File: config.mk
export PLATFORM = sky130hd
export DESIGN_NAME = instr_decoder
export DESIGN_NICKNAME = d
export VERILOG_FILES = /design/src/verilog/cpu_pkg.sv /design/src/verilog/instr_decoder.sv
export SDC_FILE = /design/constraint.sdc
export NUM_CORES = 1
export LEC_CHECK = 0
export BUFFER_PORTS_ARGS = -buffer_cell sky130_fd_sc_hd__buf_4
export CAP_MARGIN = 20
export CORE_AREA = 3 3 92 94
export DETAILED_ROUTE_END_ITERATION = 6
export DIE_AREA = 0 0 95 97
export SYNTH_ARGS = -nofsm -noshare
export SYNTH_HDL_FRONTEND = slang
export SYNTH_SLANG_ARGS = --single-unit
File: constraint.sdc
create_clock -name vclk -period 2.6
set_clock_uncertainty 0.2 [all_clocks]
set_input_delay 0.13 -clock vclk [all_inputs]
set_output_delay 0.13 -clock vclk [all_outputs]
set_load 0.01 [all_outputs]
File: src/verilog/cpu_pkg.sv
`default_nettype none

package cpu_pkg;

	localparam int pc_width = 10;
	localparam int data_width = 32;
	localparam int reg_addr_width = 5;
	localparam int imm_width = 14;
	localparam int dmem_addr_width = 8;

	// Instruction word, msb first.
	//   [31:26] opcode
	//   [25:21] rt, destination or store source
	//   [20:16] ra, first source
	//   [15:11] rb, second source
	//   [13:0]  imm14, shares bits with rb on immediate forms
	typedef enum logic [5:0] {
		op_nop  = 6'd0,
		op_add  = 6'd1,
		op_sub  = 6'd2,
		op_and  = 6'd3,
		op_or   = 6'd4,
		op_xor  = 6'd5,
		op_addi = 6'd6,
		op_lw   = 6'd7,
		op_sw   = 6'd8,
		op_beq  = 6'd9
	} opcode_e;

	typedef struct packed {
		logic [data_width-1:0] instr;
		logic [pc_width-1:0]   pc_next;
	} if_id_t;

	typedef struct packed {
		opcode_e                   opcode;
		logic [data_width-1:0]     ra_data;
		logic [data_width-1:0]     rb_data;
		logic [data_width-1:0]     imm;
		logic [reg_addr_width-1:0] rd;
		logic [pc_width-1:0]       pc_next;
		logic                      do_dm_read;
		logic                      do_dm_write;
		logic                      do_reg_write;
		logic                      is_branch;
	} id_ex_t;

	typedef struct packed {
		logic [data_width-1:0]     result;
		logic                      overflow;
		logic [data_width-1:0]     store_data;
		logic [reg_addr_width-1:0] rd;
		logic                      do_dm_read;
		logic                      do_dm_write;
		logic                      do_reg_write;
	} ex_mem_t;

	typedef struct packed {
		logic                      do_reg_write;
		logic [reg_addr_width-1:0] addr;
		logic [data_width-1:0]     data;
	} mem_wb_t;

endpackage

`default_nettype wire

File: src/verilog/instr_decoder.sv
`timescale 1ns/1ps
`default_nettype none

module instr_decoder (
	input wire [cpu_pkg::data_width-1:0] instr,
	input wire [cpu_pkg::pc_width-1:0] pc_next,
	input wire [cpu_pkg::data_width-1:0] ra_data,
	input wire [cpu_pkg::data_width-1:0] rb_data,
	output logic [cpu_pkg::reg_addr_width-1:0] ra_addr,
	output logic [cpu_pkg::reg_addr_width-1:0] rb_addr,
	output logic uses_rb,
	output cpu_pkg::id_ex_t decoded
);
	import cpu_pkg::*;

	opcode_e op;
	logic [reg_addr_width-1:0] rt;
	logic [data_width-1:0] imm_ext;

	assign op = opcode_e'(instr[31:26]);
	assign rt = instr[25:21];
	assign ra_addr = instr[20:16];

	// Stores and branches read their second operand through rt.
	assign rb_addr = (op == op_sw || op == op_beq) ? rt : instr[15:11];
	assign uses_rb = op inside {op_add, op_sub, op_and, op_or, op_xor, op_sw, op_beq};

	assign imm_ext = {{(data_width - imm_width){instr[imm_width-1]}}, instr[imm_width-1:0]};

	always_comb begin
		decoded = '0;
		decoded.opcode = op;
		decoded.ra_data = ra_data;
		decoded.rb_data = rb_data;
		decoded.imm = imm_ext;
		decoded.rd = rt;
		decoded.pc_next = pc_next;
		case (op)
			op_add, op_sub, op_and, op_or, op_xor, op_addi: begin
				decoded.do_reg_write = (rt != '0);
			end
			op_lw: begin
				decoded.do_dm_read = 1'b1;
				decoded.do_reg_write = (rt != '0);
			end
			op_sw: begin
				decoded.do_dm_write = 1'b1;
			end
			op_beq: begin
				decoded.is_branch = 1'b1;
			end
			// NOP and unused codes do nothing.
			default: begin
				decoded.opcode = op_nop;
			end
		endcase
	end

endmodule

`default_nettype wire

==> impl_metrics.json <==
{
  "netlist_area_mm2": 0.00109,
  "wire_per_inst_um": 11.2,
  "boundaryPins": 238,
  "synth_cell_type_count": 18,
  "die_w_um": 95,
  "wl_mm": 2.07,
  "required_ns": 2.27,
  "viasPerCell": 2.97,
  "cts_resized": 0,
  "worst_slack_ns": 1.16,
  "worst-path-max-fanout": 3,
  "drc": 0,
  "synth_area_per_cell_um2": 7.50,
  "rows": 32,
  "ys_seq_area_frac": 0,
  "drt_iter0_drc": 9,
  "dpl.hpwl_mm": 1.84,
  "placed_cell_area_um2": 753,
  "design_area_um2": 753,
  "arrival_ns": 1.11,
  "min_path_type": "input pin to primary output",
  "num-nets-final": 192,
  "final_antenna_net_count": 0,
  "max_cap_viol_count": 0,
  "vdd.ir_drop.worst_mv": 0.0153,
  "dieArea_mm2": 0.00922,
  "gp_congestion": 0.614,
  "antenna_cells": 0,
  "portBuffers": 56,
  "vias": 553,
  "layout_commonest_cell": "buf_4",
  "hold_viol_final": 0,
  "setup_tns_ns": 0,
  "startpoint_type": "input pin",
  "die_h_um": 97,
  "maxSlewViolCount": 0,
  "area_growth_pct": -30.7,
  "coreArea_mm2": 0.00773,
  "drive_gt1_frac": 0.786,
  "nClkBuffers": 0,
  "grt-ovfl-total": 0,
  "timing.final.crit_share": 0.553,
  "sequential_cell_total": 0,
  "grt_pass1_wl_mm": 2.57,
  "antenna_found_initial": 0,
  "outcome": "complete, no violations",
  "rsz0062_at_grt": "false",
  "synth_cells": 145,
  "holdWs_ns": 0.0600,
  "worstSetupEndpointType": "primary output",
  "grt_use_total": 0.0355,
  "critical_path_class": "input pin to primary output",
  "min_period_ns": 1.44,
  "fmax_mhz": 695,
  "layout_common_cells": "buf_4 (56), mux2_4 (5), nor2_1 (4)",
  "p_leak_nw": 0.381,
  "yosysWarnings": 0,
  "seq_area_um2": 0,
  "postCtsSetupBuffers": 0,
  "finalNonFillerCells": 186,
  "grt_start_max_net_pins": 21,
  "cts_hold_buf": 0,
  "setup_viol": 0,
  "firstDrtPassIters": 2,
  "placed_cells": 186,
  "start_util": 0.141,
  "place_ws_ns": 1.13,
  "grt_pass1_vias": 451,
  "powerDensity_mw_per_mm2": 140,
  "n_fill_cell": 887
}
[layout make-up]
type / instances / area (um^2) / share of cell area
repair buffers: 56 / 420 / 0.558
multi-input cells: 25 / 194 / 0.257
well taps: 102 / 128 / 0.169
inverters: 3 / 11.3 / 0.0150
[metal layers]
layer	vias to the layer above	global-route usage	wire length (um)	part of all wire
met5	-	0	0	0
met4	0	0.0433	240	0.12
met3	38	0.0311	574	0.28
met2	97	0.0580	859	0.41
met1	208	0.0183	399	0.19
li1	210	-	-	-
[path summary, 6_finish.rpt]
kind	startpoint	end	slack (ns)	cells past startpoint
min	ra_data[27]	decoded[110]	0.06	0
max	instr[23]	decoded[1]	1.16	5
[critical path: stages]
cell      delay [ns]
buf_4           0.12
or4_1           0.50
nor2_1          0.14
a211oi_1        0.06
buf_4           0.15
[synthesized netlist by cell type]
library cell,n,area (um^2)
nand3_4,1,17.5
inv_1,3,11.3
a21oi_1,1,5.00
and2_2,1,7.51
o21ai_0,1,5.00
nand3_1,1,5.00
a211oi_1,1,7.51
nand2_1,1,3.75
and2_1,1,6.26
and3_2,1,7.51
or4_1,1,7.51
mux2_4,5,75.1
nor3_1,1,5.00
nor2_1,4,15.0
conb_1,1,3.75
nor2_2,2,12.5
buf_4,118,886
nor4_1,1,6.26
[logic make-up (layout without fill, tap and decap cells)]
logic type | Yosys count | count (layout) | synth area share
AOI/OAI and AO/OA | 3 | 3 | 0.0161
buffers and inverters | 121 | 59 | 0.825
muxes | 5 | 5 | 0.0690
other | 1 | 2 | 0.00345
and+or+nand+nor | 15 | 15 | 0.0863
[through the flow]
stage | power, mW | utilization
2_1_floorplan | 0.208 | -
3_3_place_gp | 0.107 | 0.0975
3_5_place_dp | 0.107 | 0.0975
4_1_cts | 0.107 | 0.0975
5_1_grt | 0.115 | 0.0975
6_report | 0.106 | 0.0975
[power breakdown]
group	internal, mW	switching [mW]	total, mW
combinational	0.0593	0.0463	0.106
sequential	0	0	0
clock	0	0	0
total	0.0593	0.0463	0.106
Note: power is estimated with default switching activity, not from simulation.
