File: src/verilog/cpu_pkg.sv
`default_nettype none

package cpu_pkg;

	localparam int pc_width = 10;
	localparam int data_width = 32;
	localparam int reg_addr_width = 5;
	localparam int imm_width = 14;
	localparam int dmem_addr_width = 8;

	// Instruction word, msb first.
	//   [31:26] opcode
	//   [25:21] rt, destination or store source
	//   [20:16] ra, first source
	//   [15:11] rb, second source
	//   [13:0]  imm14, shares bits with rb on immediate forms
	typedef enum logic [5:0] {
		op_nop  = 6'd0,
		op_add  = 6'd1,
		op_sub  = 6'd2,
		op_and  = 6'd3,
		op_or   = 6'd4,
		op_xor  = 6'd5,
		op_addi = 6'd6,
		op_lw   = 6'd7,
		op_sw   = 6'd8,
		op_beq  = 6'd9
	} opcode_e;

	typedef struct packed {
		logic [data_width-1:0] instr;
		logic [pc_width-1:0]   pc_next;
	} if_id_t;

	typedef struct packed {
		opcode_e                   opcode;
		logic [data_width-1:0]     ra_data;
		logic [data_width-1:0]     rb_data;
		logic [data_width-1:0]     imm;
		logic [reg_addr_width-1:0] rd;
		logic [pc_width-1:0]       pc_next;
		logic                      do_dm_read;
		logic                      do_dm_write;
		logic                      do_reg_write;
		logic                      is_branch;
	} id_ex_t;

	typedef struct packed {
		logic [data_width-1:0]     result;
		logic                      overflow;
		logic [data_width-1:0]     store_data;
		logic [reg_addr_width-1:0] rd;
		logic                      do_dm_read;
		logic                      do_dm_write;
		logic                      do_reg_write;
	} ex_mem_t;

	typedef struct packed {
		logic                      do_reg_write;
		logic [reg_addr_width-1:0] addr;
		logic [data_width-1:0]     data;
	} mem_wb_t;

endpackage

`default_nettype wire

File: src/verilog/register_file.sv
`timescale 1ns/1ps
`default_nettype none

module register_file (
	input wire clock,
	input wire rst_n,
	input wire [cpu_pkg::reg_addr_width-1:0] ra_addr,
	input wire [cpu_pkg::reg_addr_width-1:0] rb_addr,
	output logic [cpu_pkg::data_width-1:0] ra_data,
	output logic [cpu_pkg::data_width-1:0] rb_data,
	input wire cpu_pkg::mem_wb_t wr
);
	import cpu_pkg::*;

	logic [data_width-1:0] regs [2**reg_addr_width];

	// Same-cycle write is visible to the reader.
	function automatic logic [data_width-1:0] read_port(input logic [reg_addr_width-1:0] addr);
		if (addr == '0) begin
			return '0;
		end
		if (wr.do_reg_write && wr.addr == addr) begin
			return wr.data;
		end
		return regs[addr];
	endfunction

	always_comb begin
		ra_data = read_port(ra_addr);
		rb_data = read_port(rb_addr);
	end

	always_ff @(posedge clock) begin
		if (!rst_n) begin
			for (int i = 0; i < 2**reg_addr_width; i++) begin
				regs[i] <= '0;
			end
		end else if (wr.do_reg_write && wr.addr != '0) begin
			regs[wr.addr] <= wr.data;
		end
	end

endmodule

`default_nettype wire

File: config.mk
export PLATFORM = sky130hd
export DESIGN_NAME = register_file
export DESIGN_NICKNAME = d
export VERILOG_FILES = /design/src/verilog/cpu_pkg.sv /design/src/verilog/register_file.sv
export SDC_FILE = /design/constraint.sdc
export NUM_CORES = 2
export LEC_CHECK = 0
export BUFFER_PORTS_ARGS = -buffer_cell sky130_fd_sc_hd__buf_2
export CAP_MARGIN = 20
export CELL_PAD_IN_SITES_DETAIL_PLACEMENT = 0
export CELL_PAD_IN_SITES_GLOBAL_PLACEMENT = 1
export CORE_UTILIZATION = 35
export CTS_BUF_LIST = sky130_fd_sc_hd__clkbuf_4 sky130_fd_sc_hd__clkbuf_8
export DETAILED_ROUTE_END_ITERATION = 10
export PLACE_DENSITY_LB_ADDON = 0.1
export SYNTH_ARGS = -nofsm -noshare
export SYNTH_HDL_FRONTEND = slang
export SYNTH_SLANG_ARGS = --single-unit
File: constraint.sdc
create_clock -name clock -period 4.4 [get_ports clock]
set_input_delay 0.66 -clock clock [delete_from_list [all_inputs] [get_ports clock]]
set_output_delay 0.66 -clock clock [all_outputs]
set_load 0.05 [all_outputs]
==> flow_summary.toml <==
[critical_path]
crit_path_start = "ra_addr[4]"
critPathRequiredTime_ns = 3.74
cp_max_fo = 13
cp-end-kind = "primary output"
cp.arrival_ns = 3.30
path_class = "in2out"
setup.worst_path.start_class = "input port"

[logic_synthesis]
synthArstFlopShare = 0
synth_edf_count = 1024
synth_top_family_by_area = "multiplexers"
ys.flop_type = "edfxtp_1"
yosysSeqAreaShare = 0.5583
syn_area_per_cell_um2 = 14.44
netlist_top_cells_count = "edfxtp_1 (1024), and2_1 (994), mux4_2 (371)"
synth.most_common_cell = "edfxtp_1"
synthAdderAreaFrac = 0
synth_cells = 3813
yosys-mux-area-fraction = 0.2140
synth_compound_area_frac = 0.06379
postSynthRegisterBits = 1024
ys_warn_count = 0
yosysTopAreaCell = "edfxtp_1"
synthTopCellsByArea = "edfxtp_1 (56%), mux4_2 (15%), and2_1 (11%)"
synth_area_um2 = 55070
synth.distinct_cells = 54
yosys.area_share.simple = 0.1267
synth_top_area_share = 0.5583
yosys.area_share.xor_xnor = 0.001590

[cts]
htree_levels = 4
clockRootBuffer = "clkbuf_8"
post-cts-setup-buffer-count = 0
numClockSinks = 1024
cts_resized = 0
tritoncts = "yes"
path_clk_slew_ns = 0.06
hold_buffers = 0
cts_made_buffers = 191
ctsLongestPathBuffers = 3

[drt]
antenna_left = 0
firstDrtPassIters = 5
via_per_inst = 6.000
wl_per_cell_um = 38.63
routed_wl_um = 240100
drt-initial-drc-count = 4550
drc = 0
via_count = 37300

[die]
die_x_um = 398.7
core-area_um2 = 156200
io_pins = 114
start_util = 0.3526
die_area_um2 = 158900
die_y_um = 398.7
rows = 145

[worst_hold_path]
whs_path_depth = 2
worstHoldEndpoint = "regs[20][16]"
hold_start = "wr[16]"
hold_path_class = "in2reg"

[sta]
slew-limit-headroom = 0.3144
post-route-period-util = 0.9000
setup_viol = 0
max_slew.worst_pin.slew_ns = 1.025
holdWs_ns = 0.2317
layout_min_cycle_time_ns = 3.960
rsz0062_at_grt = "false"
fin_setup_tns_ns = 0
fmax_ghz = 0.2525
finalHoldViolCount = 0
drv_slew = 0
finalWorstSetupSlack_ns = 0.4402

[place]
gp_congestion = 0.8455
post-place-cells = 5860
pre_cts_slack_ns = 0.5288
portBuffers = 113
place_hpwl_um = 150600

[layout]
layout.cells.non_filler = 6217
largest_register_ffs = 1024
largest_register = "regs"
syn_to_final_growth_pct = 16.53
drive_above_1_share = 0.2771
fin_nets = 4045
largest_registers = "regs (1024)"

[pwr]
vdd_drop_max_v = 0.0003024
p_leak_nw = 22.65
p_total_mw = 24.55
power_density_nw_per_um2 = 382.5

[global_routing]
grt_remaining_overflow = 0
antenna_found_initial = 44
grt_pass1_vias = 36900
grt_max_degree = 46
grtUsageTotal = 0.3015
grt_pass1_wl_um = 323400

[job]
max-cap-violations = 0

[run_status]
status = "complete, no violations"
==> per-layer routing <==
layer | global-route usage | wire, um | vias up
met3 | 0.05380 | 20190 | 374
met2 | 0.4752 | 111400 | 2026
li1 | - | - | 15080
met5 | 0 | 26 | -
met1 | 0.4150 | 99650 | 19820
met4 | 0.1110 | 8844 | 4
==> stage by stage <==
step                utilization  cell area (um2)
finish                   0.4109            64180
global route             0.4107            64160
CTS                      0.4107            64150
detailed placement       0.3874            60510
global placement         0.3874            60510
floorplan                     -            55190
==> cells in the final DEF, fill, tap and decap left out, types with 33 or more instances in the layout <==
cell and n:
nor2_4 33, and2_1 992, a21oi_1 55, o21ai_0 61, clkbuf_4 63, edfxtp_1 1024, nand2_1 85, clkinv_1 55
a211oi_1 33, a22oi_1 104, o221ai_1 38, mux4_2 371, buf_4 184, o22ai_1 35, mux2i_1 328, buf_2 71
buf_12 111, clkbuf_8 195
==> power breakdown <==
group	switching (mW)	internal (mW)	total, mW
combinational	2.41	1.41	3.82
clock	4.41	4.76	9.17
sequential	0.276	11.3	11.6
==> kinds of logic after synthesis <==
logic type	after synthesis
multiplexers	712
AO/OA/AOI/OAI	485
flip-flops	1024
buffers and inverters	417
XOR/XNOR	10
other	1
AND/OR/NAND/NOR	1164
==> how the worst max path moves through the flow <==
stage	end	slack, ns	depth (start not counted)
finish	ra_data[8]	0.44	9
floorplan	regs[4][0]	0.18	4
global route	ra_data[8]	0.37	9
global placement	ra_data[23]	0.46	8
CTS	ra_data[8]	0.50	9
detailed placement	ra_data[8]	0.53	9
==> cell type report <==
class                      instances  area [um2]
inverter                           4       15.01
sequential                      1024       30750
tap                             2058        2575
antenna                           12       30.03
timing repair buffer             371        4029
clock inverter                    88       499.2
clock buffer                     257        3143
fill                           14270       92030
multi-input combinational       2403       23140
==> critical path, cell delays in order <==
cell       delay [ns]
buf_2            0.45
buf_4            0.30
or3_1            0.14
buf_4            0.27
o21ai_0          0.13
a2111oi_0        0.64
buf_4            0.22
o221a_2          0.19
buf_2            0.26
Note: power is estimated with default switching activity, not from simulation.
