--- src/verilog/cpu_pkg.sv ---
`default_nettype none

package cpu_pkg;

	localparam int pc_width = 10;
	localparam int data_width = 32;
	localparam int reg_addr_width = 5;
	localparam int imm_width = 14;
	localparam int dmem_addr_width = 8;

	// Instruction word, msb first.
	//   [31:26] opcode
	//   [25:21] rt, destination or store source
	//   [20:16] ra, first source
	//   [15:11] rb, second source
	//   [13:0]  imm14, shares bits with rb on immediate forms
	typedef enum logic [5:0] {
		op_nop  = 6'd0,
		op_add  = 6'd1,
		op_sub  = 6'd2,
		op_and  = 6'd3,
		op_or   = 6'd4,
		op_xor  = 6'd5,
		op_addi = 6'd6,
		op_lw   = 6'd7,
		op_sw   = 6'd8,
		op_beq  = 6'd9
	} opcode_e;

	typedef struct packed {
		logic [data_width-1:0] instr;
		logic [pc_width-1:0]   pc_next;
	} if_id_t;

	typedef struct packed {
		opcode_e                   opcode;
		logic [data_width-1:0]     ra_data;
		logic [data_width-1:0]     rb_data;
		logic [data_width-1:0]     imm;
		logic [reg_addr_width-1:0] rd;
		logic [pc_width-1:0]       pc_next;
		logic                      do_dm_read;
		logic                      do_dm_write;
		logic                      do_reg_write;
		logic                      is_branch;
	} id_ex_t;

	typedef struct packed {
		logic [data_width-1:0]     result;
		logic                      overflow;
		logic [data_width-1:0]     store_data;
		logic [reg_addr_width-1:0] rd;
		logic                      do_dm_read;
		logic                      do_dm_write;
		logic                      do_reg_write;
	} ex_mem_t;

	typedef struct packed {
		logic                      do_reg_write;
		logic [reg_addr_width-1:0] addr;
		logic [data_width-1:0]     data;
	} mem_wb_t;

endpackage

`default_nettype wire

--- src/verilog/hazard_unit.sv ---
`timescale 1ns/1ps
`default_nettype none

module hazard_unit (
	input wire [cpu_pkg::reg_addr_width-1:0] ra_addr,
	input wire [cpu_pkg::reg_addr_width-1:0] rb_addr,
	input wire uses_rb,
	input wire cpu_pkg::id_ex_t id_stage,
	input wire cpu_pkg::ex_mem_t ex_stage,
	input wire cpu_pkg::mem_wb_t wb_stage,
	input wire branch_taken,
	output logic stall,
	output logic flush_fetch,
	output logic flush_decode
);
	import cpu_pkg::*;

	logic raw;

	function automatic logic depends(input logic writes, input logic [reg_addr_width-1:0] dest);
		return writes && dest != '0
			&& (dest == ra_addr || (uses_rb && dest == rb_addr));
	endfunction

	always_comb begin
		raw = depends(id_stage.do_reg_write, id_stage.rd)
			|| depends(ex_stage.do_reg_write, ex_stage.rd)
			|| depends(wb_stage.do_reg_write, wb_stage.addr);
	end

	// The stalled instruction is flushed anyway.
	assign stall = raw && !branch_taken;
	assign flush_fetch = branch_taken;
	assign flush_decode = branch_taken;

endmodule

`default_nettype wire

--- config.mk ---
export PLATFORM = sky130hd
export DESIGN_NAME = hazard_unit
export DESIGN_NICKNAME = d
export VERILOG_FILES = /design/src/verilog/cpu_pkg.sv /design/src/verilog/hazard_unit.sv
export SDC_FILE = /design/constraint.sdc
export NUM_CORES = 1
export LEC_CHECK = 0
export BUFFER_PORTS_ARGS = -buffer_cell sky130_fd_sc_hd__buf_2
export CORE_AREA = 2 2 95 97
export DETAILED_ROUTE_END_ITERATION = 6
export DIE_AREA = 0 0 97 99
export PLACE_DENSITY_LB_ADDON = 0.2
export SYNTH_ARGS = -nofsm -noshare
export SYNTH_HDL_FRONTEND = slang
export SYNTH_SLANG_ARGS = --single-unit
--- constraint.sdc ---
create_clock -name vclk -period 2.1
set_clock_uncertainty 0.2 [all_clocks]
set_input_delay 0.315 -clock vclk [all_inputs]
set_output_delay 0.315 -clock vclk [all_outputs]
set_load 0.02 [all_outputs]
==> flow_summary.yaml, run 1 <==
outcome:
  outcome: "finished, violations left"
  violations: "setup timing"
timing:
  timing.max_slew.rel_slack: 0.789
  timing_hold_violations_final: 0
  setup_viol: 1
  fmaxAchievable_mhz: 456
  finalWorstSetupSlack_ns: -0.0913
  worst_pin_slew_ns: 0.314
  final_min_period_over_clock_period: 1.04
  unrepaired_setup_endpoints_after_global_routing: "yes"
  period_minus_slack_ns: 2.19
  slew_viol_final: 0
  tns_ns: -0.0913
global_routing:
  track_usage: 0.0429
  number_of_antenna_violations_at_the_first_check_in_global_routing: 0
  first_global_vias: 583
  grt_residual_overflow: 0
  grt_pass1_wl_um: 3310
  grt_max_degree: 6
yosys:
  synth_seq_area_share: 0
  synth.net_count: 298
  synth.top_cells.by_area: "xor2_1 57%, a32oi_1 6.3%, nor4b_1 6.3%"
  syn-mean-instance-area_um2: 7.69
  synth_cells: 54
  synthDominantAreaCellType: "xor2_1"
  synth_area_um2: 415
  netlist.area_leader.share: 0.569
  ys_types: 10
  yosys_warning_total: 0
worst_setup_path:
  crit_path_start: "rb_addr[1]"
  path_max_fanout: 2
  critical_path_required_ns: 1.58
  crit_type: "in2out"
  cp.arrival_ns: 1.68
  setup.worst_path.end_class: "output port"
  timing.critical_path.from_type: "input port"
placement:
  port_buffers: 33
  dp_hpwl_um: 1970
  finalWeightedCongestion: 0.708
  numPlacedInstances: 208
  place_ws_ns: -0.209
floorplanning:
  design.portCount: 247
  placement_rows: 34
  design.die.area_um2: 9600
  initial_utilization: 0.0486
  chipWidth_um: 97
  placeableCoreArea_um2: 8550
  chipHeight_um: 99
detailed_routing:
  total_detailed_routing_wirelength_um: 2110
  antenna_left: 0
  drc: 0
  detail_route.wl_per_cell_um: 10.2
  drt_iter0_drc: 6
  drt_pass1_iterations: 3
  detailroute.via_count: 537
  routed_via_density: 2.58
min_path:
  min_path_type: "in2out"
  hold_path.startpoint: "branch_taken"
  hold_path_depth: 2
  min_to: "flush_decode"
power:
  finalPower_uw: 154
  vdd_ir_drop_max_v: 0.0000519
  powerDensity_nw_per_um2: 171
  static-leakage-power_uw: 0.000374
finish:
  post_layout_nonfiller_instances: 208
  finalCoreUtilization: 0.105
  filler_cells: 984
  final_nets: 346
  drive_above_1_share: 0.560
  seq_cell_count: 0
  layout.cells.most_common: "buf_2"
  multi_input_area_um2: 443
  number_of_antenna_repair_diodes: 0
  count_of_clock_buffers_in_the_final_design: 0
  most-common-layout-cells: "28 x buf_2, 27 x xor2_1, 13 x buf_4"
  sequential_cell_area_um2: 0
  areaGrowthSynthToFinish_pct: 116
job:
  cap_violations: 0
clocking:
  post_cts.repair.setup_buffers: 0
  cts_hold_repair.buffers: 0
cell usage after synthesis, drive strengths merged:
| library cell | n |
|---|---|
| a32oi | 3 |
| buf | 2 |
| nor2 | 6 |
| nor3 | 3 |
| nor4 | 3 |
| nor4b | 3 |
| or3 | 1 |
| or4 | 3 |
| xnor2 | 3 |
| xor2 | 27 |
worst max-delay path, cell delays in order:
cell     delay (ns)
buf_2          0.11
buf_4          0.13
xor2_1         0.17
nor4_2         0.06
a32oi_1        0.27
nor4b_2        0.09
or3_1          0.38
buf_6          0.14
layer usage:
| metal | track usage | vias to the layer above | routed length (µm) |
|---|---|---|---|
| li1 | - | 283 | - |
| met1 | 0.0586 | 235 | 1010 |
| met2 | 0.0780 | 19 | 1020 |
| met3 | 0.00426 | 0 | 89 |
| met4 | 0 | 0 | 0 |
| met5 | 0 | - | 0 |
stage by stage:
stage | cell area, µm² | hold WS [ns]
floorplan | 415 | 0.543
global placement | 813 | 0.729
detailed placement | 813 | 0.731
CTS | 862 | 0.736
global route | 898 | 0.759
finish | 898 | 0.738
how the worst max path moves through the flow:
stage	slack, ns	to
CTS	-0.09	stall
global placement	-0.28	stall
detailed placement	-0.21	stall
global route	-0.18	stall
finish	-0.09	stall
floorplan	0.16	stall
final cells by class:
type               count  area share
multi-input cells     52       0.493
repair buffers        48       0.357
well taps            108       0.150
what timing repair did:
action,4_1_cts,5_1_grt
hold endpoints to repair,0,0
endpoints found under the setup margin,1,1
pin swaps,7,0
gates cloned,0,0
resized for setup,13,8
report_power, final:
part	internal, µW	total, µW	leakage [µW]	switching, µW
clock	0	0	0	0
combinational	81.1	154	0.000374	72.8
sequential	0	0	0	0
cell families (layout without fill, tap and decap cells):
family / count (synthesis) / count (layout) / share of synthesized area
buffers and inverters: 2 / 48 / 0.0361
XOR/XNOR: 30 / 30 / 0.633
AO/OA/AOI/OAI: 3 / 3 / 0.0633
AND/OR/NAND/NOR: 19 / 19 / 0.268
Note: power is estimated with default switching activity, not from simulation.
==> inputs of run 2 (changes only) <==
BUFFER_PORTS_ARGS = not set   (was -buffer_cell sky130_fd_sc_hd__buf_2)
CORE_AREA = 2 2 96 98   (was 2 2 95 97)
DIE_AREA = 0 0 98 100   (was 0 0 97 99)
DONT_BUFFER_PORTS = 1   (was not set)
MAX_ROUTING_LAYER = met4   (was not set)
==> flow_summary.yaml, run 2 (synthesized netlist as in run 1, its figures left out) <==
finish:
  drive_above_1_share: 0.0577
  sequential_cell_area_um2: 0
  filler_cells: 1039
  number_of_antenna_repair_diodes: 0
  areaGrowthSynthToFinish_pct: 34.0
  count_of_clock_buffers_in_the_final_design: 0
  layout.cells.most_common: "xor2_1"
  final_nets: 298
  multi_input_area_um2: 418
  layout.cell_area.non_filler_um2: 557
  seq_cell_count: 0
  most-common-layout-cells: "27 x xor2_1, 6 x nor2_1"
timing:
  worst_pin_slew_ns: 0.281
  slew_viol_final: 0
  finalWorstSetupSlack_ns: 0.0917
  fmaxAchievable_mhz: 498
  unrepaired_setup_endpoints_after_global_routing: "no"
  timing_hold_violations_final: 0
  period_minus_slack_ns: 2.01
  tns_ns: 0
  timing.max_slew.rel_slack: 0.813
  finalHoldWorstSlack_ns: 0.430
  setup_viol: 0
  final_min_period_over_clock_period: 0.956
global_routing:
  track_usage: 0.0390
  number_of_antenna_violations_at_the_first_check_in_global_routing: 0
  grt_residual_overflow: 0
  grt_max_degree: 6
  first_global_vias: 395
  grt_pass1_wl_um: 2770
placement:
  placed_area_um2: 539
  place_ws_ns: -0.0321
  port_buffers: 0
  finalWeightedCongestion: 0.670
worst_setup_path:
  critical_path_required_ns: 1.58
  critical_path.slowest_cell: "or4_1"
  path_max_fanout: 3
  cp_cell_sequence: "or4_1 > nor2_1 > nor4b_1 > or3_4"
  crit_type: "in2out"
  critical-path-top-delay-family: "simple AND/OR/NAND/NOR gates"
  setup.worst_path.end_class: "output port"
  critical_path_cell_count: 4
  cp_num_buf_inv: 0
  cp.arrival_ns: 1.49
  timing.critical_path.from_type: "input port"
  timing.critical_path.slowest_cell_delay_ns: 0.57
floorplanning:
  design.portCount: 247
  initial_utilization: 0.0467
  placeableCoreArea_um2: 8890
  chipHeight_um: 100
  design.die.area_um2: 9800
  chipWidth_um: 98
  placement_rows: 35
detailed_routing:
  detail_route.wl_per_cell_um: 12.1
  drc: 0
  drt_pass1_iterations: 4
  detailroute.via_count: 379
  drt_iter0_drc: 16
  routed_via_density: 2.33
  antenna_left: 0
  total_detailed_routing_wirelength_um: 1980
power:
  static-leakage-power_uw: 0.000151
  powerDensity_nw_per_um2: 118
  vdd_ir_drop_max_v: 0.0000446
min_path:
  min_path_type: "in2out"
  hold_path_depth: 0
job:
  cap_violations: 0
outcome:
  outcome: "completed"
run 2: through the flow:
step,instances,utilization,power [µW]
4_1_cts,163,0.0612,61.9
5_1_grt,163,0.0626,73.0
2_1_floorplan,54,-,55.7
6_report,163,0.0626,65.6
3_5_place_dp,163,0.0607,60.4
3_3_place_gp,163,0.0607,61.5
run 2: path summary, 6_finish.rpt:
path / from / to / slack, ns
max: ex_stage[4] / stall / 0.09
min: branch_taken / flush_decode / 0.43
run 2: timing repair:
item / CTS / global route
resized for setup: 1 / 2
hold buffers: 0 / 0
pin swaps: 0 / 0
setup buffers: 0 / 0
endpoints found under the setup margin: 1 / 1
run 2: report_power, final:
group / internal, µW / switching, µW / leakage, µW
Combinational: 35.1 / 30.5 / 0.000151
Clock: 0 / 0 / 0
Sequential: 0 / 0 / 0
run 2: layer usage:
metal / wire length [µm] / share of wire / up-vias / GRT usage
li1: - / - / 188 / -
met1: 996 / 0.50 / 165 / 0.0609
met2: 743 / 0.38 / 26 / 0.0501
met3: 235 / 0.12 / 0 / 0.0132
met4: 0 / 0 / 0 / 0
met5: 0 / 0 / - / -
run 2: final cells by class:
type	count	area share
Multi-Input combinational cell	52	0.751
Tap cell	111	0.249
