===== src/verilog/cpu_pkg.sv =====
`default_nettype none

package cpu_pkg;

	localparam int pc_width = 10;
	localparam int data_width = 32;
	localparam int reg_addr_width = 5;
	localparam int imm_width = 14;
	localparam int dmem_addr_width = 8;

	// Instruction word, msb first.
	//   [31:26] opcode
	//   [25:21] rt, destination or store source
	//   [20:16] ra, first source
	//   [15:11] rb, second source
	//   [13:0]  imm14, shares bits with rb on immediate forms
	typedef enum logic [5:0] {
		op_nop  = 6'd0,
		op_add  = 6'd1,
		op_sub  = 6'd2,
		op_and  = 6'd3,
		op_or   = 6'd4,
		op_xor  = 6'd5,
		op_addi = 6'd6,
		op_lw   = 6'd7,
		op_sw   = 6'd8,
		op_beq  = 6'd9
	} opcode_e;

	typedef struct packed {
		logic [data_width-1:0] instr;
		logic [pc_width-1:0]   pc_next;
	} if_id_t;

	typedef struct packed {
		opcode_e                   opcode;
		logic [data_width-1:0]     ra_data;
		logic [data_width-1:0]     rb_data;
		logic [data_width-1:0]     imm;
		logic [reg_addr_width-1:0] rd;
		logic [pc_width-1:0]       pc_next;
		logic                      do_dm_read;
		logic                      do_dm_write;
		logic                      do_reg_write;
		logic                      is_branch;
	} id_ex_t;

	typedef struct packed {
		logic [data_width-1:0]     result;
		logic                      overflow;
		logic [data_width-1:0]     store_data;
		logic [reg_addr_width-1:0] rd;
		logic                      do_dm_read;
		logic                      do_dm_write;
		logic                      do_reg_write;
	} ex_mem_t;

	typedef struct packed {
		logic                      do_reg_write;
		logic [reg_addr_width-1:0] addr;
		logic [data_width-1:0]     data;
	} mem_wb_t;

endpackage

`default_nettype wire


===== src/verilog/alu.sv =====
`timescale 1ns/1ps
`default_nettype none

module alu (
	input wire cpu_pkg::id_ex_t stage,
	output logic [cpu_pkg::data_width-1:0] result,
	output logic overflow,
	output logic branch_taken
);
	import cpu_pkg::*;

	logic [data_width-1:0] a;
	logic [data_width-1:0] b;
	logic [data_width-1:0] sum;
	logic [data_width-1:0] diff;

	assign a = stage.ra_data;
	assign b = (stage.opcode inside {op_addi, op_lw, op_sw}) ? stage.imm : stage.rb_data;
	assign sum = a + b;
	assign diff = a - b;

	always_comb begin
		result = '0;
		overflow = 1'b0;
		case (stage.opcode)
			op_add, op_addi: begin
				result = sum;
				overflow = (a[data_width-1] == b[data_width-1])
					&& (sum[data_width-1] != a[data_width-1]);
			end
			op_sub: begin
				result = diff;
				overflow = (a[data_width-1] != b[data_width-1])
					&& (diff[data_width-1] != a[data_width-1]);
			end
			op_and: result = a & b;
			op_or: result = a | b;
			op_xor: result = a ^ b;
			// Effective address, never flagged.
			op_lw, op_sw: result = sum;
			default: result = '0;
		endcase
	end

	assign branch_taken = stage.is_branch && (a == stage.rb_data);

endmodule

`default_nettype wire


===== config.mk =====
export PLATFORM = sky130hd
export DESIGN_NAME = alu
export DESIGN_NICKNAME = d
export VERILOG_FILES = /design/src/verilog/cpu_pkg.sv /design/src/verilog/alu.sv
export SDC_FILE = /design/constraint.sdc
export NUM_CORES = 1
export LEC_CHECK = 0
export BUFFER_PORTS_ARGS = -buffer_cell sky130_fd_sc_hd__buf_2
export CORE_MARGIN = 1
export CORE_UTILIZATION = 45
export DETAILED_ROUTE_END_ITERATION = 16
export MAX_ROUTING_LAYER = met4
export PLACE_DENSITY_LB_ADDON = 0.2
export SLEW_MARGIN = 15
export SYNTH_ARGS = -nofsm -noshare
export SYNTH_HDL_FRONTEND = slang
export SYNTH_SLANG_ARGS = --single-unit

===== constraint.sdc =====
create_clock -name vclk -period 4.9
set_input_delay 0.735 -clock vclk [all_inputs]
set_output_delay 0.735 -clock vclk [all_outputs]
set_load 0.1 [all_outputs]

==> impl_metrics.tcl, run 1 <==
set metrics [dict create \
    cp.arrival_ps 4400 \
    die_w_um 118 \
    synth_seq_area_share_pct 0 \
    holdCritPathClass "in2out" \
    regArea_um2 0 \
    rsz0062_at_grt "true" \
    synth_most_common_cell "ha_1" \
    path_class "in2out" \
    yosysTopAreaCell "ha_1" \
    fp.dieH_um 118 \
    cellPowerDensity_mw_per_mm2 145 \
    core_area_mm2 0.0128 \
    drive_gt1_share_pct 47.8 \
    slew_headroom_pct 49.2 \
    seq_cells 0 \
    drt_iter0_markers 743 \
    grt_first_pass_wirelength_um 39400 \
    wl_per_cell_um 18.9 \
    antenna_found_initial 0 \
    routed_wl_um 25700 \
    fin_crit_sh_pct 105 \
    synth_top_area_share_pct 23.1 \
    synthesis.area_mm2 0.00601 \
    grt_pass1_vias 7874 \
    place.gp.congestion 0.984 \
    yosysWarningCount 0 \
    yosys-top-cells-count "111 x ha_1, 92 x a21oi_1, 92 x inv_1, 79 x nor2_1, 52 x nand2_1" \
    startpoint_type "input pin" \
    num_vias 8043 \
    antenna_left 0 \
    leakagePower_nw 4.78 \
    dieArea_mm2 0.0138 \
    yosys-top-cells-area "ha_1 23%, a21oi_1 7.7%, xnor2_1 6.1%" \
    hold_viol_final 0 \
    setup_ws_ps -231 \
    fin_area_mm2 0.0101 \
    initial_core_util_pct 46.8 \
    netlist_instances 868 \
    n_clock_buffer 0 \
    worstPathMaxFanout 6 \
    n_fill_cell 916 \
    maxCapViolCount 0 \
    grt_use_total_pct 35.9 \
    io_pins 155 \
    area_growth_pct 68.2 \
    placed_area_mm2 0.00906 \
    via_per_inst 5.90 \
    end_kind "output pin" \
    postCtsHoldBufs 0 \
    grt_start_max_net_pins 30 \
    status "finished, violations left" \
    finalCriticalPeriod_ps 5130 \
    drc_errors 0 \
    drt_pass1_iterations 5 \
    synth.distinct_cells 79 \
    setup_tns_ps -2270 \
    slew_viol_final 0 \
    violations "setup timing" \
    finalSetupViolations 18 \
    place_ws_ps -335 \
    grt_overflow 0 \
    rows 41 \
    syn-num-nets 1102 \
    io_buffers 137 \
    postSynthAreaPerCell_um2 6.92 \
    worst_pin_slew_ps 761 \
    crit_required_ps 4160 \
    hpwl_um 19700 \
    fmax_ghz 0.195 \
    final_util_pct 78.8 \
    nets 1428 \
    vdd_drop_max_uv 97.7 \
    antenna_cells 0 \
]
==> metal layers <==
metal	track usage, %	part of all wire, %	wire length [um]	up-vias
li1	-	-	-	3789
met1	45.2	42	10800	3771
met2	58.5	46	11900	400
met3	3.59	7.4	1910	83
met4	15.0	4.6	1180	0
met5	-	0	0	-
==> cell type report <==
cell class                 count  area (um2)  area share, %
inverter                      93         367           3.63
multi-input combinational    727        6500           64.4
tap                          172         215           2.13
timing repair buffer         372        3020           29.8
==> cells by family after synthesis <==
group                    synth area share [%]
XOR/XNOR                                 7.15
adder cells (fa/ha/maj)                  23.8
AO/OA/AOI/OAI                            35.2
buffers and inverters                    9.52
AND/OR/NAND/NOR                          17.5
multiplexers                             6.85
==> stage by stage <==
step	total power, mW	hold slack (ps)	std cells
after floorplan	0.734	1740	868
final	1.47	2000	1364
after CTS	1.35	2000	1353
after global placement	1.24	2010	1347
after detailed placement	1.25	2000	1347
after global routing	1.55	2010	1364
==> final timing paths <==
kind  startpoint  cells after the start           end  slack [ps]
max   stage[116]                     18    result[31]        -230
min     stage[0]                      4  branch_taken        2000
==> timing repair <==
action,in CTS,in global routing
setup endpoints to repair,19,23
resized for setup,100,88
pin swaps,42,54
gates cloned,0,1
setup buffers,13,11
endpoints found under the hold margin,0,0
==> critical path: stages <==
cell	delay [ps]
buf_8	100
nor4b_4	320
o21ai_4	130
buf_12	160
buf_12	140
mux2_4	320
buf_4	140
ha_1	240
a21oi_2	240
o21ai_0	110
a31oi_1	210
o211ai_1	180
a41o_1	240
a41o_1	270
a21o_1	210
mux2i_2	250
o2111ai_4	180
buf_12	200
==> power by group <==
| part | internal, mW | switching [mW] |
|---|---|---|
| Clock | 0 | 0 |
| Sequential | 0 | 0 |
| Combinational | 0.648 | 0.819 |
| Total | 0.648 | 0.819 |
==> cell usage in the layout, fill, tap and decap left out, types with 18 or more instances in the layout <==
master	n
ha_4	18
o211ai_1	19
o21ai_0	32
buf_4	220
nor2_1	72
buf_12	29
a21oi_1	74
ha_1	90
nand2_1	48
buf_2	104
a21oi_2	18
mux2_2	21
xnor2_1	41
inv_1	76
Power figures use the tool's default switching activity.
==> inputs of run 2 (changes only) <==
--- a/config.mk
+++ b/config.mk
@@ -15,3 +15,4 @@
 export SYNTH_ARGS = -nofsm -noshare
 export SYNTH_HDL_FRONTEND = slang
 export SYNTH_SLANG_ARGS = --single-unit
+export TNS_END_PERCENT = 10
==> constraint.sdc (replaced) <==
create_clock -name vclk -period 6.4
set_input_delay 0.96 -clock vclk [all_inputs]
set_output_delay 0.96 -clock vclk [all_outputs]
set_load 0.1 [all_outputs]
==> run 2 against run 1 <==
Compared with the run above: routed wire length is 21% lower; critical endpoint is now result[24]; cell count is 15% lower; die area stayed put; the run now ends clean; non-clock buffer count is 208 lower; final area is 29% lower; sequential share of layout area stayed put; setup slack better by 530 ps; first-iteration DRC count is 12% lower; worst hold slack better by 400 ps; total power is 48% lower; critical path depth is 2 lower; combinational power is 48% lower.
==> impl_metrics.tcl, run 2 (same netlist as run 1, synthesis figures left out) <==
set metrics [dict create \
    worst_pin_slew_ps 1050 \
    finalCriticalPeriod_ps 6100 \
    cp_slowest_stage_delay_ps 500 \
    nets 1220 \
    crit_chain "buf_2, nor4b_1, o21ai_4, mux2_2, ha_1, fa_1, a21o_1, a221oi_2, o21ai_1, a21o_1, a21o_1, a41oi_2, o31ai_1, xnor2_1, o21ai_1, buf_12" \
    postCtsHoldBufs 0 \
    vdd_drop_max_uv 73.9 \
    wl_per_cell_um 17.7 \
    cp_top_family "compound AO/OA/AOI/OAI gates" \
    cpMostUsedCell "a21o_1" \
    power.total_uw 760 \
    cpMaxStageDelayCell "nor4b_1" \
    drt_pass1_iterations 6 \
    place.gp.congestion 0.969 \
    fin_crit_sh_pct 95.3 \
    hold_slack_ps 2400 \
    end_kind "output pin" \
    grt_first_pass_wirelength_um 32300 \
    dieArea_mm2 0.0138 \
    die_w_um 118 \
    slew_viol_final 0 \
    crit_buf_inv 2 \
    hpwl_um 16600 \
    finalSetupViolations 0 \
    grt_use_total_pct 29.1 \
    num_vias 6886 \
    hold_viol_final 0 \
    drc_errors 0 \
    seq_cells 0 \
    grt_overflow 0 \
    worstPathMaxFanout 16 \
    maxCapViolCount 0 \
    status "complete, no violations" \
    crit_required_ps 5440 \
    holdCritPathClass "in2out" \
    io_pins 155 \
    cts_setup_buffers 0 \
    final_cell_mix "120 x buf_2, 111 x ha_1, 92 x inv_1, 92 x a21oi_1, 79 x nor2_1" \
    cts_resized 0 \
    final_common_cell "buf_2" \
    cp.arrival_ps 5140 \
    cellPowerDensity_mw_per_mm2 106 \
    regArea_um2 0 \
    fmax_ghz 0.164 \
    fp.dieH_um 118 \
    rows 41 \
    routed_wl_um 20400 \
    antenna_left 0 \
    antenna_found_initial 0 \
    setup_ws_ps 298 \
    antenna_cells 0 \
    area_growth_pct 19.4 \
    final_util_pct 55.9 \
    startpoint_type "input pin" \
    grt_start_max_net_pins 30 \
    via_per_inst 5.96 \
    core_area_mm2 0.0128 \
    slew_headroom_pct 30.0 \
    initial_core_util_pct 46.8 \
    leakagePower_nw 3.46 \
    n_clock_buffer 0 \
    io_buffers 137 \
    rsz0062_at_grt "false" \
    drive_gt1_share_pct 23.5 \
    grt_pass1_vias 6277 \
    place_ws_ps 349 \
    path_class "in2out" \
    drt_iter0_markers 654 \
]
-- run 2: cell types whose count changed in the layout (fill, tap and decap cells not counted), sizes merged --
cell | before | now
clkbuf | 3 | 0
buf | 369 | 164
-- run 2: final timing paths --
kind | slack (ps) | cells after the start | start | endpoint
max | 300 | 16 | stage[116] | result[24]
min | 2400 | 4 | stage[0] | branch_taken
-- run 2: layer usage --
metal / GRT usage [%] / up-vias / part of all wire, %
li1: - / 3362 / -
met1: 40.5 / 3143 / 46
met2: 47.6 / 344 / 44
met3: 1.21 / 37 / 8.1
met4: 3.93 / 0 / 1.5
met5: - / - / 0
-- run 2: per-stage QoR --
step                      instances  setup TNS, ps  area [um2]
after floorplan                 868           -381        6010
after global placement         1156              0        7170
after detailed placement       1156              0        7170
after CTS                      1156              0        7170
after global routing           1156              0        7170
final                          1156              0        7170
-- run 2: final cells by class --
type / instances / area (um2)
inverters: 93 / 349
fillers: 1305 / 5660
well taps: 172 / 215
repair buffers: 164 / 1140
multi-input cells: 727 / 5460
-- run 2: power by group --
| part | switching (mW) | leakage, nW | internal [mW] |
|---|---|---|---|
| logic | 0.494 | 3.46 | 0.267 |
| clock network | 0 | 0 | 0 |
| registers | 0 | 0 | 0 |
| total | 0.494 | 3.46 | 0.267 |
==> inputs of run 3 (changes only) <==
--- a/config.mk
+++ b/config.mk
@@ -9,7 +9,7 @@
 export CORE_MARGIN = 1
 export CORE_UTILIZATION = 45
 export DETAILED_ROUTE_END_ITERATION = 16
-export MAX_ROUTING_LAYER = met4
+export GPL_TIMING_DRIVEN = 1
 export PLACE_DENSITY_LB_ADDON = 0.2
 export SLEW_MARGIN = 15
 export SYNTH_ARGS = -nofsm -noshare
==> run 3 against run 2 <==
Compared with the run above: cell count barely moved; sequential share of layout area did not move; first-iteration DRC count down 3.4%; routed wire length down 0.77%; utilization decreased by 0.23 points; total power fell by 0.68%; maximum frequency up 0.17%; sequential cell count unchanged; combinational power shrank 0.7%; non-clock buffer count shrank 1; global-route usage is essentially flat; critical path depth unchanged; largest cell class unchanged; largest power group unchanged; highest routed layer unchanged.
==> impl_metrics.tcl, run 3 (same netlist as run 1, synthesis figures left out) <==
set metrics [dict create \
    drt_pass1_iterations 5 \
    initial_core_util_pct 46.8 \
    die_w_um 118 \
    drt_iter0_markers 632 \
    cts_setup_buffers 0 \
    seq_cells 0 \
    final_cell_mix "121 x buf_2, 111 x ha_1, 92 x inv_1, 92 x a21oi_1, 79 x nor2_1" \
    cts_resized 0 \
    num_vias 6832 \
    final_util_pct 55.7 \
    crit_chain "buf_2, nor4b_1, o21ai_4, mux2_2, ha_1, fa_1, a21o_1, a221oi_2, o21ai_1, a21o_1, a21o_1, a41oi_2, o31ai_1, xnor2_1, o21ai_1, buf_12" \
    grt_pass1_vias 6357 \
    cp.arrival_ps 5130 \
    n_clock_buffer 0 \
    finalSetupViolations 0 \
    status "complete, no violations" \
    crit_required_ps 5440 \
    core_area_mm2 0.0128 \
    cp_slowest_stage_delay_ps 500 \
    antenna_left 0 \
    postCtsHoldBufs 0 \
    io_pins 155 \
    grt_first_pass_wirelength_um 33200 \
    leakagePower_nw 3.45 \
    maxCapViolCount 0 \
    wl_per_cell_um 17.6 \
    cpMaxStageDelayCell "nor4b_1" \
    setup_tns_ps 0 \
    path_class "in2out" \
    cpMostUsedCell "a21o_1" \
    nets 1219 \
    regArea_um2 0 \
    end_kind "output pin" \
    dieArea_mm2 0.0138 \
    fin_crit_sh_pct 95.2 \
    finalCriticalPeriod_ps 6090 \
    rows 41 \
    drc_errors 0 \
    via_per_inst 5.92 \
    n_fill_cell 1320 \
    slew_viol_final 0 \
    area_growth_pct 18.9 \
    fmax_ghz 0.164 \
    grt_overflow 0 \
    startpoint_type "input pin" \
    cellPowerDensity_mw_per_mm2 106 \
    routed_wl_um 20300 \
    hpwl_um 16400 \
    antenna_found_initial 0 \
    io_buffers 137 \
    worstPathMaxFanout 15 \
    fp.dieH_um 118 \
    cp_top_family "compound AO/OA/AOI/OAI gates" \
    grt_start_max_net_pins 32 \
    grt_use_total_pct 29.1 \
    antenna_cells 0 \
    hold_viol_final 0 \
    rsz0062_at_grt "false" \
    vdd_drop_max_uv 72.6 \
    final_common_cell "buf_2" \
    crit_buf_inv 2 \
    hold_slack_ps 2400 \
    place.gp.congestion 0.965 \
    drive_gt1_share_pct 23.5 \
    holdCritPathClass "in2out" \
    slew_headroom_pct 28.0 \
    worst_pin_slew_ps 1080 \
]
==> run 3: cell count changes in the layout (fill, tap and decap cells not counted) <==
cell,before,now
buf_12,17,15
buf_2,120,121
buf_4,27,26
clkbuf_4,0,1
nor3_1,12,11
nor3_2,2,3
==> run 3: per-layer routing <==
metal / routed length [um] / GRT usage [%] / up-vias
met5: 0 / 0 / -
met2: 8690 / 46.3 / 340
met1: 9350 / 41.4 / 3098
li1: - / - / 3360
met3: 1690 / 3.10 / 34
met4: 557 / 7.37 / 0
==> run 3: final cells by class <==
type               count  area (um2)  share of cell area, %
inverters             93         349                   4.89
repair buffers       163        1110                   15.5
multi-input cells    727        5470                   76.6
well taps            172         215                   3.01
==> run 3: worst min-delay path, cell delays in order <==
cell,delay [ps]
buf_2,90
nand4_1,60
nor4_1,50
buf_2,280
==> run 3: final timing paths <==
kind	start	end	slack [ps]	cells past startpoint
max	stage[116]	result[24]	310	16
min	stage[0]	branch_taken	2400	4
==> run 3: stage by stage <==
stage                     setup WS (ps)  power, mW  instance area, um2  instances
after floorplan                    -193      0.529                6010        868
after global placement              315      0.737                7130       1155
after detailed placement            318      0.741                7130       1155
after CTS                           302      0.745                7130       1155
after global routing               25.9      0.814                7140       1155
final                               309      0.755                7140       1155
==> run 3: power breakdown <==
part           total, mW  switching, mW  internal [mW]
Combinational      0.755          0.493          0.263
Sequential             0              0              0
Clock                  0              0              0
